<file path="src/common/frontend_pkg.sv">
// RV32I base encodings only; compressed forms all decode as OP_INVALID
`default_nettype none

package frontend_pkg;

  // Data and address width
  localparam int XLEN = 32;

  // Register index width
  localparam int REG_W = 5;

  // Instruction class
  typedef enum logic [3:0] {
    OP_LUI,
    OP_AUIPC,
    OP_JAL,
    OP_JALR,
    OP_BRANCH,
    OP_LOAD,
    OP_STORE,
    OP_IMM,
    OP_REG,
    OP_FENCE,
    OP_SYSTEM,
    OP_INVALID
  } opcode_e;

  // Uncompressed instructions end in binary 11
  localparam logic [1:0] OPC_LOW_BITS = 2'b11;

  // Major opcode patterns, instruction bits 6 to 2
  localparam logic [4:0] OPC_LUI    = 5'b01101;
  localparam logic [4:0] OPC_AUIPC  = 5'b00101;
  localparam logic [4:0] OPC_JAL    = 5'b11011;
  localparam logic [4:0] OPC_JALR   = 5'b11001;
  localparam logic [4:0] OPC_BRANCH = 5'b11000;
  localparam logic [4:0] OPC_LOAD   = 5'b00000;
  localparam logic [4:0] OPC_STORE  = 5'b01000;
  localparam logic [4:0] OPC_IMM    = 5'b00100;
  localparam logic [4:0] OPC_REG    = 5'b01100;
  localparam logic [4:0] OPC_FENCE  = 5'b00011;
  localparam logic [4:0] OPC_SYSTEM = 5'b11100;

  // Decoded-instruction defaults for unused fields
  localparam logic [XLEN-1:0]  IMM_NONE = '0;
  localparam logic [REG_W-1:0] REG_NONE = '0;

endpackage

`default_nettype wire

</file>
<file path="src/hw/fetch_loader.sv">
// One read in flight at a time; the queue must accept every push the credits allow
`timescale 1ns/100ps
`default_nettype none

module fetch_loader #(
  parameter int                          QUEUE_DEPTH = 4,
  parameter logic [frontend_pkg::XLEN-1:0] RESET_ADDR  = 32'h0000_0000
) (
  input  wire logic                          i_clock,
  input  wire logic                          i_reset,
  input  wire logic                          i_jmp_write,
  input  wire logic                          i_cache_hit,
  input  wire logic                          i_credit,
  input  wire logic [frontend_pkg::XLEN-1:0] i_jmp_address,
  input  wire logic [frontend_pkg::XLEN-1:0] i_cache_instr,
  output logic                               o_cache_read,
  output logic                               o_push,
  output logic      [frontend_pkg::XLEN-1:0] o_cache_address,
  output logic      [frontend_pkg::XLEN-1:0] o_push_addr,
  output logic      [frontend_pkg::XLEN-1:0] o_push_instr
);
  import frontend_pkg::*;

  localparam int CNT_W = $clog2(QUEUE_DEPTH + 1);

  typedef enum logic {
    ST_IDLE,
    ST_REQ
  } state_e;

  state_e           state;
  logic [XLEN-1:0]  pc;
  logic [CNT_W-1:0] credits;
  logic             start;

  // Start a read when idle and a queue slot is free
  assign start = (state == ST_IDLE) && (credits != '0);

  assign o_cache_read    = (state == ST_REQ);
  assign o_cache_address = pc;

  // Response of a read dropped by a jump never reaches the queue
  assign o_push       = (state == ST_REQ) && i_cache_hit && !i_jmp_write;
  assign o_push_addr  = pc;
  assign o_push_instr = i_cache_instr;

  always_ff @(posedge i_clock) begin
    if (i_reset) begin
      state   <= ST_IDLE;
      pc      <= RESET_ADDR;
      credits <= CNT_W'(QUEUE_DEPTH);
    end else if (i_jmp_write) begin
      // Queue is flushed too, so every slot is free again
      state   <= ST_REQ;
      pc      <= i_jmp_address;
      credits <= CNT_W'(QUEUE_DEPTH - 1);
    end else begin
      case (state)
        ST_IDLE: begin
          if (start) begin
            state <= ST_REQ;
          end
        end
        ST_REQ: begin
          if (i_cache_hit) begin
            state <= ST_IDLE;
            pc    <= pc + XLEN'(4);
          end
        end
        default: state <= ST_IDLE;
      endcase
      // Reserve on start, refund on returned credit
      if (start && !i_credit) begin
        credits <= credits - 1'b1;
      end else if (!start && i_credit) begin
        credits <= credits + 1'b1;
      end
    end
  end

  a_credit_bound : assert property (
    @(posedge i_clock) disable iff (i_reset)
    credits <= CNT_W'(QUEUE_DEPTH)
  );

  a_addr_stable : assert property (
    @(posedge i_clock) disable iff (i_reset)
    o_cache_read && !i_cache_hit && !i_jmp_write |=> o_cache_read && $stable(o_cache_address)
  );

endmodule

`default_nettype wire

</file>
<file path="src/instr_queue/instr_queue.sv">
// Push and pop never coincide with a flush from the producer side; depth of 2 or more
`timescale 1ns/100ps
`default_nettype none

module instr_queue #(
  parameter int QUEUE_DEPTH = 4
) (
  input  wire logic                          i_clock,
  input  wire logic                          i_reset,
  input  wire logic                          i_flush,
  input  wire logic                          i_push,
  input  wire logic                          i_pop,
  input  wire logic [frontend_pkg::XLEN-1:0] i_push_addr,
  input  wire logic [frontend_pkg::XLEN-1:0] i_push_instr,
  output logic                               o_head_valid,
  output logic                               o_credit,
  output logic      [frontend_pkg::XLEN-1:0] o_head_addr,
  output logic      [frontend_pkg::XLEN-1:0] o_head_instr
);
  import frontend_pkg::*;

  localparam int PTR_W = $clog2(QUEUE_DEPTH);
  localparam int CNT_W = $clog2(QUEUE_DEPTH + 1);

  logic [XLEN-1:0]  mem_addr [QUEUE_DEPTH];
  logic [XLEN-1:0]  mem_instr[QUEUE_DEPTH];
  logic [PTR_W-1:0] wr_ptr;
  logic [PTR_W-1:0] rd_ptr;
  logic [CNT_W-1:0] count;

  assign o_head_valid = (count != '0);
  assign o_head_addr  = mem_addr[rd_ptr];
  assign o_head_instr = mem_instr[rd_ptr];

  // Count alone says which entries are valid
  always_ff @(posedge i_clock) begin
    if (i_push) begin
      mem_addr[wr_ptr]  <= i_push_addr;
      mem_instr[wr_ptr] <= i_push_instr;
    end
  end

  always_ff @(posedge i_clock) begin
    if (i_reset || i_flush) begin
      wr_ptr   <= '0;
      rd_ptr   <= '0;
      count    <= '0;
      o_credit <= 1'b0;
    end else begin
      // Pointers wrap at the depth, which need not be a power of two
      if (i_push) begin
        wr_ptr <= (wr_ptr == PTR_W'(QUEUE_DEPTH - 1)) ? '0 : wr_ptr + 1'b1;
      end
      if (i_pop) begin
        rd_ptr <= (rd_ptr == PTR_W'(QUEUE_DEPTH - 1)) ? '0 : rd_ptr + 1'b1;
      end
      if (i_push && !i_pop) begin
        count <= count + 1'b1;
      end else if (!i_push && i_pop) begin
        count <= count - 1'b1;
      end
      // One slot freed, one credit back to the loader
      o_credit <= i_pop;
    end
  end

  a_no_push_full : assert property (
    @(posedge i_clock) disable iff (i_reset || i_flush)
    i_push |-> (count < CNT_W'(QUEUE_DEPTH)) || i_pop
  );

  a_no_pop_empty : assert property (
    @(posedge i_clock) disable iff (i_reset || i_flush)
    i_pop |-> o_head_valid
  );

endmodule

`default_nettype wire

</file>
<file path="src/hw/instr_decoder.sv">
// Single lane; the renamer must return exactly one credit per beat it receives
`timescale 1ns/100ps
`default_nettype none

module instr_decoder #(
  parameter int DOWN_CREDITS = 2
) (
  input  wire logic                           i_clock,
  input  wire logic                           i_reset,
  input  wire logic                           i_flush,
  input  wire logic                           i_head_valid,
  input  wire logic                           i_dec_credit,
  input  wire logic [frontend_pkg::XLEN-1:0]  i_head_addr,
  input  wire logic [frontend_pkg::XLEN-1:0]  i_head_instr,
  output logic                                o_pop,
  output logic                                o_dec_valid,
  output logic                                o_dec_invalid,
  output frontend_pkg::opcode_e               o_dec_opcode,
  output logic      [frontend_pkg::REG_W-1:0] o_dec_rd,
  output logic      [frontend_pkg::REG_W-1:0] o_dec_rs1,
  output logic      [frontend_pkg::REG_W-1:0] o_dec_rs2,
  output logic      [frontend_pkg::XLEN-1:0]  o_dec_imm,
  output logic      [frontend_pkg::XLEN-1:0]  o_dec_address
);
  import frontend_pkg::*;

  localparam int CNT_W = $clog2(DOWN_CREDITS + 1);

  logic [CNT_W-1:0] credits;
  opcode_e          opcode;
  logic [XLEN-1:0]  imm;
  logic [REG_W-1:0] rd;
  logic [REG_W-1:0] rs2;

  // No pop in a flush cycle, so the following cycle carries no beat
  assign o_pop = i_head_valid && (credits != '0) && !i_flush;

  // Opcode class from bits 6 to 0
  always_comb begin
    opcode = OP_INVALID;
    if (i_head_instr[1:0] == OPC_LOW_BITS) begin
      case (i_head_instr[6:2])
        OPC_LUI:    opcode = OP_LUI;
        OPC_AUIPC:  opcode = OP_AUIPC;
        OPC_JAL:    opcode = OP_JAL;
        OPC_JALR:   opcode = OP_JALR;
        OPC_BRANCH: opcode = OP_BRANCH;
        OPC_LOAD:   opcode = OP_LOAD;
        OPC_STORE:  opcode = OP_STORE;
        OPC_IMM:    opcode = OP_IMM;
        OPC_REG:    opcode = OP_REG;
        OPC_FENCE:  opcode = OP_FENCE;
        OPC_SYSTEM: opcode = OP_SYSTEM;
        default:    opcode = OP_INVALID;
      endcase
    end
  end

  // Immediate format follows the class
  always_comb begin
    case (opcode)
      OP_LUI, OP_AUIPC: begin
        imm = {i_head_instr[31:12], 12'b0};
      end
      OP_JAL: begin
        imm = {{11{i_head_instr[31]}}, i_head_instr[31], i_head_instr[19:12],
               i_head_instr[20], i_head_instr[30:21], 1'b0};
      end
      OP_BRANCH: begin
        imm = {{19{i_head_instr[31]}}, i_head_instr[31], i_head_instr[7],
               i_head_instr[30:25], i_head_instr[11:8], 1'b0};
      end
      OP_STORE: begin
        imm = {{20{i_head_instr[31]}}, i_head_instr[31:25], i_head_instr[11:7]};
      end
      OP_JALR, OP_LOAD, OP_IMM, OP_FENCE, OP_SYSTEM: begin
        imm = {{20{i_head_instr[31]}}, i_head_instr[31:20]};
      end
      default: imm = IMM_NONE;
    endcase
  end

  // Branches and stores write no register
  assign rd = (opcode == OP_BRANCH || opcode == OP_STORE || opcode == OP_INVALID) ?
              REG_NONE : i_head_instr[11:7];
  assign rs2 = (opcode == OP_BRANCH || opcode == OP_STORE || opcode == OP_REG) ?
               i_head_instr[24:20] : REG_NONE;

  always_ff @(posedge i_clock) begin
    if (i_reset) begin
      o_dec_valid <= 1'b0;
      credits     <= CNT_W'(DOWN_CREDITS);
    end else begin
      o_dec_valid <= o_pop;
      // Credit is spent at the pop that makes the beat
      if (o_pop && !i_dec_credit) begin
        credits <= credits - 1'b1;
      end else if (!o_pop && i_dec_credit) begin
        credits <= credits + 1'b1;
      end
    end
  end

  // Payload registers, loaded only with a beat
  always_ff @(posedge i_clock) begin
    if (o_pop) begin
      o_dec_opcode  <= opcode;
      o_dec_invalid <= (opcode == OP_INVALID);
      o_dec_rd      <= rd;
      o_dec_rs1     <= i_head_instr[19:15];
      o_dec_rs2     <= rs2;
      o_dec_imm     <= imm;
      o_dec_address <= i_head_addr;
    end
  end

  a_credit_bound : assert property (
    @(posedge i_clock) disable iff (i_reset)
    credits <= CNT_W'(DOWN_CREDITS)
  );

endmodule

`default_nettype wire

</file>
<file path="src/hw/frontend_top.sv">
// Single-lane RV32I front end; cache must hold i_cache_instr valid in the hit cycle
`timescale 1ns/100ps
`default_nettype none

module frontend_top #(
  parameter int                            QUEUE_DEPTH  = 4,
  parameter int                            DOWN_CREDITS = 2,
  parameter logic [frontend_pkg::XLEN-1:0] RESET_ADDR   = 32'h0000_0000
) (
  input  wire logic                           i_clock,
  input  wire logic                           i_reset,
  input  wire logic [frontend_pkg::XLEN-1:0]  i_cache_instr,
  input  wire logic                           i_cache_hit,
  output logic      [frontend_pkg::XLEN-1:0]  o_cache_address,
  output logic                                o_cache_read,
  input  wire logic                           i_jmp_write,
  input  wire logic [frontend_pkg::XLEN-1:0]  i_jmp_address,
  input  wire logic                           i_dec_credit,
  output logic                                o_dec_valid,
  output logic                                o_dec_invalid,
  output frontend_pkg::opcode_e               o_dec_opcode,
  output logic      [frontend_pkg::REG_W-1:0] o_dec_rd,
  output logic      [frontend_pkg::REG_W-1:0] o_dec_rs1,
  output logic      [frontend_pkg::REG_W-1:0] o_dec_rs2,
  output logic      [frontend_pkg::XLEN-1:0]  o_dec_imm,
  output logic      [frontend_pkg::XLEN-1:0]  o_dec_address
);
  import frontend_pkg::*;

  // Loader to queue
  logic            q_push;
  logic [XLEN-1:0] q_push_addr;
  logic [XLEN-1:0] q_push_instr;
  logic            q_credit;

  // Queue to decoder
  logic            q_head_valid;
  logic [XLEN-1:0] q_head_addr;
  logic [XLEN-1:0] q_head_instr;
  logic            q_pop;

  fetch_loader #(
    .QUEUE_DEPTH(QUEUE_DEPTH),
    .RESET_ADDR (RESET_ADDR)
  ) u_fetch_loader (
    .i_clock        (i_clock),
    .i_reset        (i_reset),
    .i_jmp_write    (i_jmp_write),
    .i_cache_hit    (i_cache_hit),
    .i_credit       (q_credit),
    .i_jmp_address  (i_jmp_address),
    .i_cache_instr  (i_cache_instr),
    .o_cache_read   (o_cache_read),
    .o_push         (q_push),
    .o_cache_address(o_cache_address),
    .o_push_addr    (q_push_addr),
    .o_push_instr   (q_push_instr)
  );

  instr_queue #(
    .QUEUE_DEPTH(QUEUE_DEPTH)
  ) u_instr_queue (
    .i_clock     (i_clock),
    .i_reset     (i_reset),
    .i_flush     (i_jmp_write),
    .i_push      (q_push),
    .i_pop       (q_pop),
    .i_push_addr (q_push_addr),
    .i_push_instr(q_push_instr),
    .o_head_valid(q_head_valid),
    .o_credit    (q_credit),
    .o_head_addr (q_head_addr),
    .o_head_instr(q_head_instr)
  );

  instr_decoder #(
    .DOWN_CREDITS(DOWN_CREDITS)
  ) u_instr_decoder (
    .i_clock      (i_clock),
    .i_reset      (i_reset),
    .i_flush      (i_jmp_write),
    .i_head_valid (q_head_valid),
    .i_dec_credit (i_dec_credit),
    .i_head_addr  (q_head_addr),
    .i_head_instr (q_head_instr),
    .o_pop        (q_pop),
    .o_dec_valid  (o_dec_valid),
    .o_dec_invalid(o_dec_invalid),
    .o_dec_opcode (o_dec_opcode),
    .o_dec_rd     (o_dec_rd),
    .o_dec_rs1    (o_dec_rs1),
    .o_dec_rs2    (o_dec_rs2),
    .o_dec_imm    (o_dec_imm),
    .o_dec_address(o_dec_address)
  );

endmodule

`default_nettype wire

</file>
<file path="config.mk">
export PLATFORM = sky130hd
export DESIGN_NAME = frontend_top
export DESIGN_NICKNAME = d
export VERILOG_FILES = /design/src/common/frontend_pkg.sv /design/src/hw/fetch_loader.sv /design/src/instr_queue/instr_queue.sv /design/src/hw/instr_decoder.sv /design/src/hw/frontend_top.sv
export SDC_FILE = /design/constraint.sdc
export NUM_CORES = 1
export LEC_CHECK = 0
export BUFFER_PORTS_ARGS = -buffer_cell sky130_fd_sc_hd__buf_2
export CAP_MARGIN = 15
export CORE_UTILIZATION = 35
export DETAILED_ROUTE_END_ITERATION = 8
export GPL_TIMING_DRIVEN = 1
export PLACE_DENSITY = 0.62
export SKIP_LAST_GASP = 1
export SYNTH_ARGS = -nofsm -noshare
export SYNTH_HDL_FRONTEND = slang
export SYNTH_SLANG_ARGS = --single-unit
</file>
<file path="constraint.sdc">
create_clock -name i_clock -period 4.9 [get_ports i_clock]
set_clock_uncertainty 0.2 [all_clocks]
set_input_delay 0.245 -clock i_clock [delete_from_list [all_inputs] [get_ports i_clock]]
set_output_delay 0.245 -clock i_clock [all_outputs]
set_load 0.01 [all_outputs]
</file>
==> metrics.cfg, run 1 <==
[run_status]
outcome = completed

[route]
vias = 8238
drt_iter0_drc = 447
viasPerCell = 4.886
drc = 0
antenna_left = 0
wl_um = 32480
first_pass_iters = 4
wl_per_cell_um = 19.26

[floorplan]
ios = 187
initial_core_util = 0.3572
core_area_um2 = 42130
dieHeight_um = 209.4
die_area_um2 = 43840
std_cell_rows = 75
die_w_um = 209.4

[critical_path]
critPathTopFamily = compound AO/OA/AOI/OAI gates
crit_slowest_cell = dfxtp_2
worst_setup_path_end_kind = register
critical_path_class = reg2reg
worstPathCellList = mux4_2 > inv_1 > ha_1 > nor2b_4 > o311ai_4 > a311o_2 > xor2_1 > a211oi_2 > a21o_1
cp_max_fo = 16
cp_data_arrival_time_ps = 4120
cp.required_ps = 5120
crit_buf_inv = 1
start_kind = register
max_stage_delay_ps = 670

[sta]
hold_viol_final = 0
clock.fmax_ghz = 0.2563
max_slew.worst_pin.slew_ps = 1010
drv_slew = 0
period_minus_slack_ps = 3901
fin_tns_setup_ps = 0
rsz0062_at_grt = no
setup_ws_ps = 998.7
setup_viol = 0
max_slew_margin = 0.3269
finalCritPeriodShare = 0.7962
hold_ws_ps = 44.64

[global_route]
grt_first_pass_wirelength_um = 50390
grt_max_degree = 61
gr-usage-all-layers = 0.1509
gr-total-overflow = 0
grt_pass1_vias = 8582
antenna_found_initial = 0

[logic_synthesis]
syn_area_um2 = 15050
synth-compound-area-share = 0.04190
yosys.area.top_type = edfxtp_1
async_reset_ff_frac = 0
synth_ff_type = edfxtp_1
synth-xor-area-share = 0.02037
yosys-top-cells-count = edfxtp_1, mux4_2, nor2_1
yosys.area_share.simple = 0.06135
yosysMostFrequentCell = edfxtp_1
synth_mux_area_frac = 0.1052
synth_area_leaders = edfxtp_1, mux4_2, dfxtp_1
ys_ff_latch = 389
yosys_warnings = 0
synth_edf_count = 340
yosys.area_share.adder = 0.01180
synth.distinct_cells = 65
ys_seq_area_frac = 0.7435
synth_top_family_by_area = multiplexers
syn_inst = 841
avgSynthCellArea_um2 = 17.90
synth.net_count = 923
synth_top_area_share = 0.6784

[power_and_ir_drop]
p_leak_nw = 6.539
cellPowerDensity_nw_per_um2 = 394.6
power.total_mw = 7.380
ir_drop_uv = 314.1

[clocking]
cts_num_sinks = 389
clockBufferDepth = 3
clk_pin_slew_ps = 60
tritoncts = yes
root_buffer = clkbuf_16
insertion_delay_ps = 560
cts_hold_buf = 67
cts_resized = 0
cts_buffers = 42
postCtsSetupBuffers = 0
htreeDepth = 2

[layout]
finalNetCount = 1198
final_area_um2 = 18700
drive_gt1_frac = 0.3147
regArea_um2 = 11200
fin_util = 0.4438
num-fill-cells = 3693
finalNonFillerCells = 1686
syn2layout_area_growth_pct = 24.24
diodes = 0
multi_input_area_um2 = 3632

[placement]
dp_cells = 1543
dp.final_hpwl_um = 19970
placed_cell_area_um2 = 16600
port_buffers = 186
gp_congestion = 0.7793
preCtsSetupSlack_ps = 877.4

[hold_path]
worstHoldPathType = in2reg

[run]
cap_violations = 0

-- final cells by class --
type	count	area share
clock inverters	18	0.01151
inverters	21	0.004349
clock buffers	57	0.06477
well taps	539	0.03607
repair buffers	265	0.09033
multi-input cells	397	0.1942
flip-flops and latches	389	0.5987
-- metal layers --
metal | vias to the layer above | global-route usage | wire (µm)
li1 | 3846 | - | -
met1 | 4111 | 0.1976 | 14430
met2 | 224 | 0.2477 | 15470
met3 | 57 | 0.03157 | 1728
met4 | 0 | 0.05553 | 845
met5 | - | 0 | 0
-- power breakdown --
| part | internal (mW) | switching, mW | leakage [nW] | total, mW |
|---|---|---|---|---|
| clock network | 1.99 | 1.25 | 0.699 | 3.24 |
| logic | 0.177 | 0.210 | 2.33 | 0.387 |
| registers | 3.69 | 0.0615 | 3.51 | 3.75 |
| total | 5.85 | 1.53 | 6.54 | 7.38 |
-- kinds of logic after synthesis --
kind of cell | count (synthesis)
multiplexers | 80
AND/OR/NAND/NOR | 181
flip-flops | 389
AO/OA/AOI/OAI | 88
XOR/XNOR | 35
adder cells (fa/ha/maj) | 13
buffers and inverters | 55
-- registers in the layout (all words and copies together), names as in the netlist, 2 cells and up, named ones only --
register and flops:
u_instr_decoder.o_dec_address 32, u_fetch_loader.o_cache_address 32, u_instr_decoder.o_dec_imm 32, u_instr_decoder.credits 2
u_instr_queue.mem_addr 128, u_instr_queue.mem_instr 128, u_instr_decoder.o_dec_rs1 5, u_instr_decoder.o_dec_rs2 5
u_instr_decoder.o_dec_opcode 4, u_instr_queue.rd_ptr 2, u_instr_queue.count 3, u_instr_decoder.o_dec_rd 5
u_instr_queue.wr_ptr 2, u_fetch_loader.credits 3
-- cell usage in the layout (no fill, tap or decap), types with 5 or more instances in the layout --
master and n:
edfxtp_1 340, buf_2 187, dlygate4sd3_1 67, mux4_2 62, nor2_1 59, clkbuf_16 45
dfxtp_1 45, nand2_1 36, a21oi_1 29, inv_1 18, xor2_1 18, xnor2_1 17
mux2i_1 15, nand4_1 12, nand3_1 11, and2_1 11, o21ai_2 11, ha_1 11
buf_4 11, o21ai_0 10, nor3_1 10, a21o_1 8, clkbuf_1 8, a211oi_1 7
nor2b_1 6, or3_1 6, clkinv_2 6, bufinv_16 5, clkinv_1 5
-- worst reg2reg max path: cells and delay by family, from the launching register on --
kind / cells / cell delay (ps)
buffers and inverters: 1 / 110
adder cells (fa/ha/maj): 1 / 230
AND/OR/NAND/NOR: 1 / 220
AO/OA/AOI/OAI: 4 / 1460
multiplexers: 1 / 650
flip-flops: 1 / 670
XOR/XNOR: 1 / 230
-- worst paths after layout --
kind	from	endpoint	slack (ps)	cells after the start
worst max-delay path	register	u_instr_decoder.o_dec_imm[19]$_DFFE_PP_	1000	9
worst max register to register	register	u_instr_decoder.o_dec_imm[19]$_DFFE_PP_	1000	9
worst min-delay path	i_jmp_write	u_fetch_loader.o_cache_address[12]$_SDFFE_PP0P_	40	3
worst min register to register	u_instr_queue.count[2]$_SDFFE_PP0P_	u_instr_queue.count[2]$_SDFFE_PP0P_	290	2
(Power assumes the default switching activity.)
==> run 2: changes to the inputs <==
==> constraint.sdc (replaced) <==
create_clock -name i_clock -period 3.85 [get_ports i_clock]
set_clock_uncertainty 0.2 [all_clocks]
set_input_delay 0.1925 -clock i_clock [delete_from_list [all_inputs] [get_ports i_clock]]
set_output_delay 0.1925 -clock i_clock [all_outputs]
set_load 0.01 [all_outputs]
==> run 2 against run 1 <==
Effect of this change: setup slack got worse by 850 ps; register-to-register slack got worse by 850 ps; sequential share of layout area decreased by 1.2 points; die area stayed put; clock power up 27%; cell area rose by 2.0%; non-clock buffer count rose by 34; hold slack gained 160 ps; global-route usage up 0.23 points; critical endpoint is now u_instr_decoder.o_dec_imm[26]$_DFFE_PP_; largest cell class unchanged.
==> metrics.cfg, run 2 (same netlist as run 1, synthesis figures left out) <==
[run_status]
outcome = completed

[layout]
syn2layout_area_growth_pct = 26.79
finalNonFillerCells = 1724
finalNetCount = 1233
final_cell_mix = edfxtp_1, buf_2, dlygate4sd3_1
multi_input_area_um2 = 3640
num-fill-cells = 3613
regArea_um2 = 11200
final_common_cell = edfxtp_1
final_area_um2 = 19080
largestRegisters = u_instr_queue.mem_addr x128, u_instr_queue.mem_instr x128
drive_gt1_frac = 0.3122
diodes = 0
fin_util = 0.4529

[sta]
hold_ws_ps = 205.5
period_minus_slack_ps = 3697
rsz0062_at_grt = yes
max_slew_margin = 0.3118
setup_viol = 0
setup_ws_ps = 153.4
drv_slew = 0
finalCritPeriodShare = 0.9602
max_slew.worst_pin.slew_ps = 1032
hold_viol_final = 0
clock.fmax_ghz = 0.2705

[critical_path]
start_kind = register
max_stage_delay_ps = 660
worstPathCellList = buf_4 > mux4_2 > nor2b_2 > o311ai_4 > a311o_2 > xor2_1 > mux2_4 > o21ai_0
reg2reg_to = u_instr_decoder.o_dec_imm[26]$_DFFE_PP_
cp.depth = 8
regToRegSetupSlack_ps = 150
crit_buf_inv = 1
cp_max_fo = 17
critical_path_class = reg2reg
worst_setup_path_end_kind = register
cp.required_ps = 3930
crit_slowest_cell = mux4_2
cp_data_arrival_time_ps = 3780
r2r.worst_path.cells = 8
critPathTopFamily = multiplexers

[power_and_ir_drop]
p_leak_nw = 6.723
cellPowerDensity_nw_per_um2 = 493.0
ir_drop_uv = 334.1

[floorplan]
initial_core_util = 0.3572
core_area_um2 = 42130
die_w_um = 209.4
ios = 187
dieHeight_um = 209.4
die_area_um2 = 43840
std_cell_rows = 75

[clocking]
cts_buffers = 43
clk_pin_slew_ps = 60
tritoncts = yes
postCtsSetupBuffers = 0
root_buffer = clkbuf_16
cts_num_sinks = 389
clockBufferDepth = 3
htreeDepth = 2
insertion_delay_ps = 560

[route]
viasPerCell = 4.924
drc = 0
drt_iter0_drc = 416
antenna_left = 0
wl_um = 33080
first_pass_iters = 5
wl_per_cell_um = 19.19
vias = 8489

[global_route]
gr-usage-all-layers = 0.1532
grt_first_pass_wirelength_um = 50870
grt_pass1_vias = 8831
gr-total-overflow = 0
antenna_found_initial = 0
grt_max_degree = 86

[hold_path]
worstHoldPathType = in2reg
holdPathStages = 4
worstHoldStart = i_jmp_address[5]
whs_endpoint = u_fetch_loader.o_cache_address[5]$_SDFFE_PP0P_

[placement]
dp_cells = 1552
gp_congestion = 0.7802
placed_cell_area_um2 = 16730
dp.final_hpwl_um = 19860
preCtsSetupSlack_ps = 161.4
port_buffers = 186

[run]
cap_violations = 0

[run 2: cell types whose count changed in the layout (fill, tap and decap cells not counted), sizes merged]
cell and delta:
buf +8, clkbuf -2, clkinv +7, dlygate4sd3 +26, inv -1
[run 2: worst max-delay path by stage]
stage                                                   end   startpoint
finish              u_instr_decoder.o_dec_imm[26]$_DFFE_PP_     register
floorplan           u_instr_decoder.credits[1]$_SDFFE_PP1P_  i_jmp_write
detailed placement  u_instr_decoder.o_dec_imm[13]$_DFFE_PP_     register
global route        u_instr_decoder.o_dec_imm[26]$_DFFE_PP_     register
global placement    u_instr_decoder.o_dec_imm[18]$_DFFE_PP_     register
CTS                 u_instr_decoder.o_dec_imm[13]$_DFFE_PP_     register
[run 2: worst register-to-register path: stages, from the launching register on]
cell      delay (ps)
dfxtp_2          420
buf_4            260
mux4_2           660
nor2b_2          230
o311ai_4         350
a311o_2          380
xor2_1           400
mux2_4           400
o21ai_0          140
[run 2: power by group]
part           total [mW]  leakage (nW)  internal [mW]  switching (mW)
combinational       0.524          2.51          0.250           0.274
clock                4.12         0.697           2.49            1.63
sequential           4.77          3.51           4.69          0.0755
[run 2: layout make-up]
| class | count | area share |
|---|---|---|
| tap | 539 | 0.03534 |
| timing repair buffer | 299 | 0.1087 |
| clock inverter | 24 | 0.01272 |
| multi-input combinational | 397 | 0.1907 |
| clock buffer | 55 | 0.06150 |
| sequential | 389 | 0.5867 |
| inverter | 21 | 0.004262 |
[run 2: routing by layer]
metal | GRT usage | vias up | part of all wire
met5 | 0 | - | 0
met4 | 0.04437 | 0 | 0.021
met3 | 0.04010 | 52 | 0.057
met2 | 0.2554 | 261 | 0.49
met1 | 0.1965 | 4258 | 0.43
li1 | - | 3918 | -
[run 2: repair_timing]
action | CTS | global route
endpoints found under the hold margin | 166 | 0
gates resized for setup | 0 | 1
endpoints found under the setup margin | 0 | 8
hold buffers | 93 | 0
[run 2: per-stage QoR]
| step | TNS [ps] | power (mW) |
|---|---|---|
| 5_1_grt | -129.7 | 9.741 |
| 3_3_place_gp | 0 | 5.293 |
| 6_report | 0 | 9.408 |
| 3_5_place_dp | 0 | 5.304 |
| 4_1_cts | 0 | 9.520 |
| 2_1_floorplan | 0 | 5.105 |
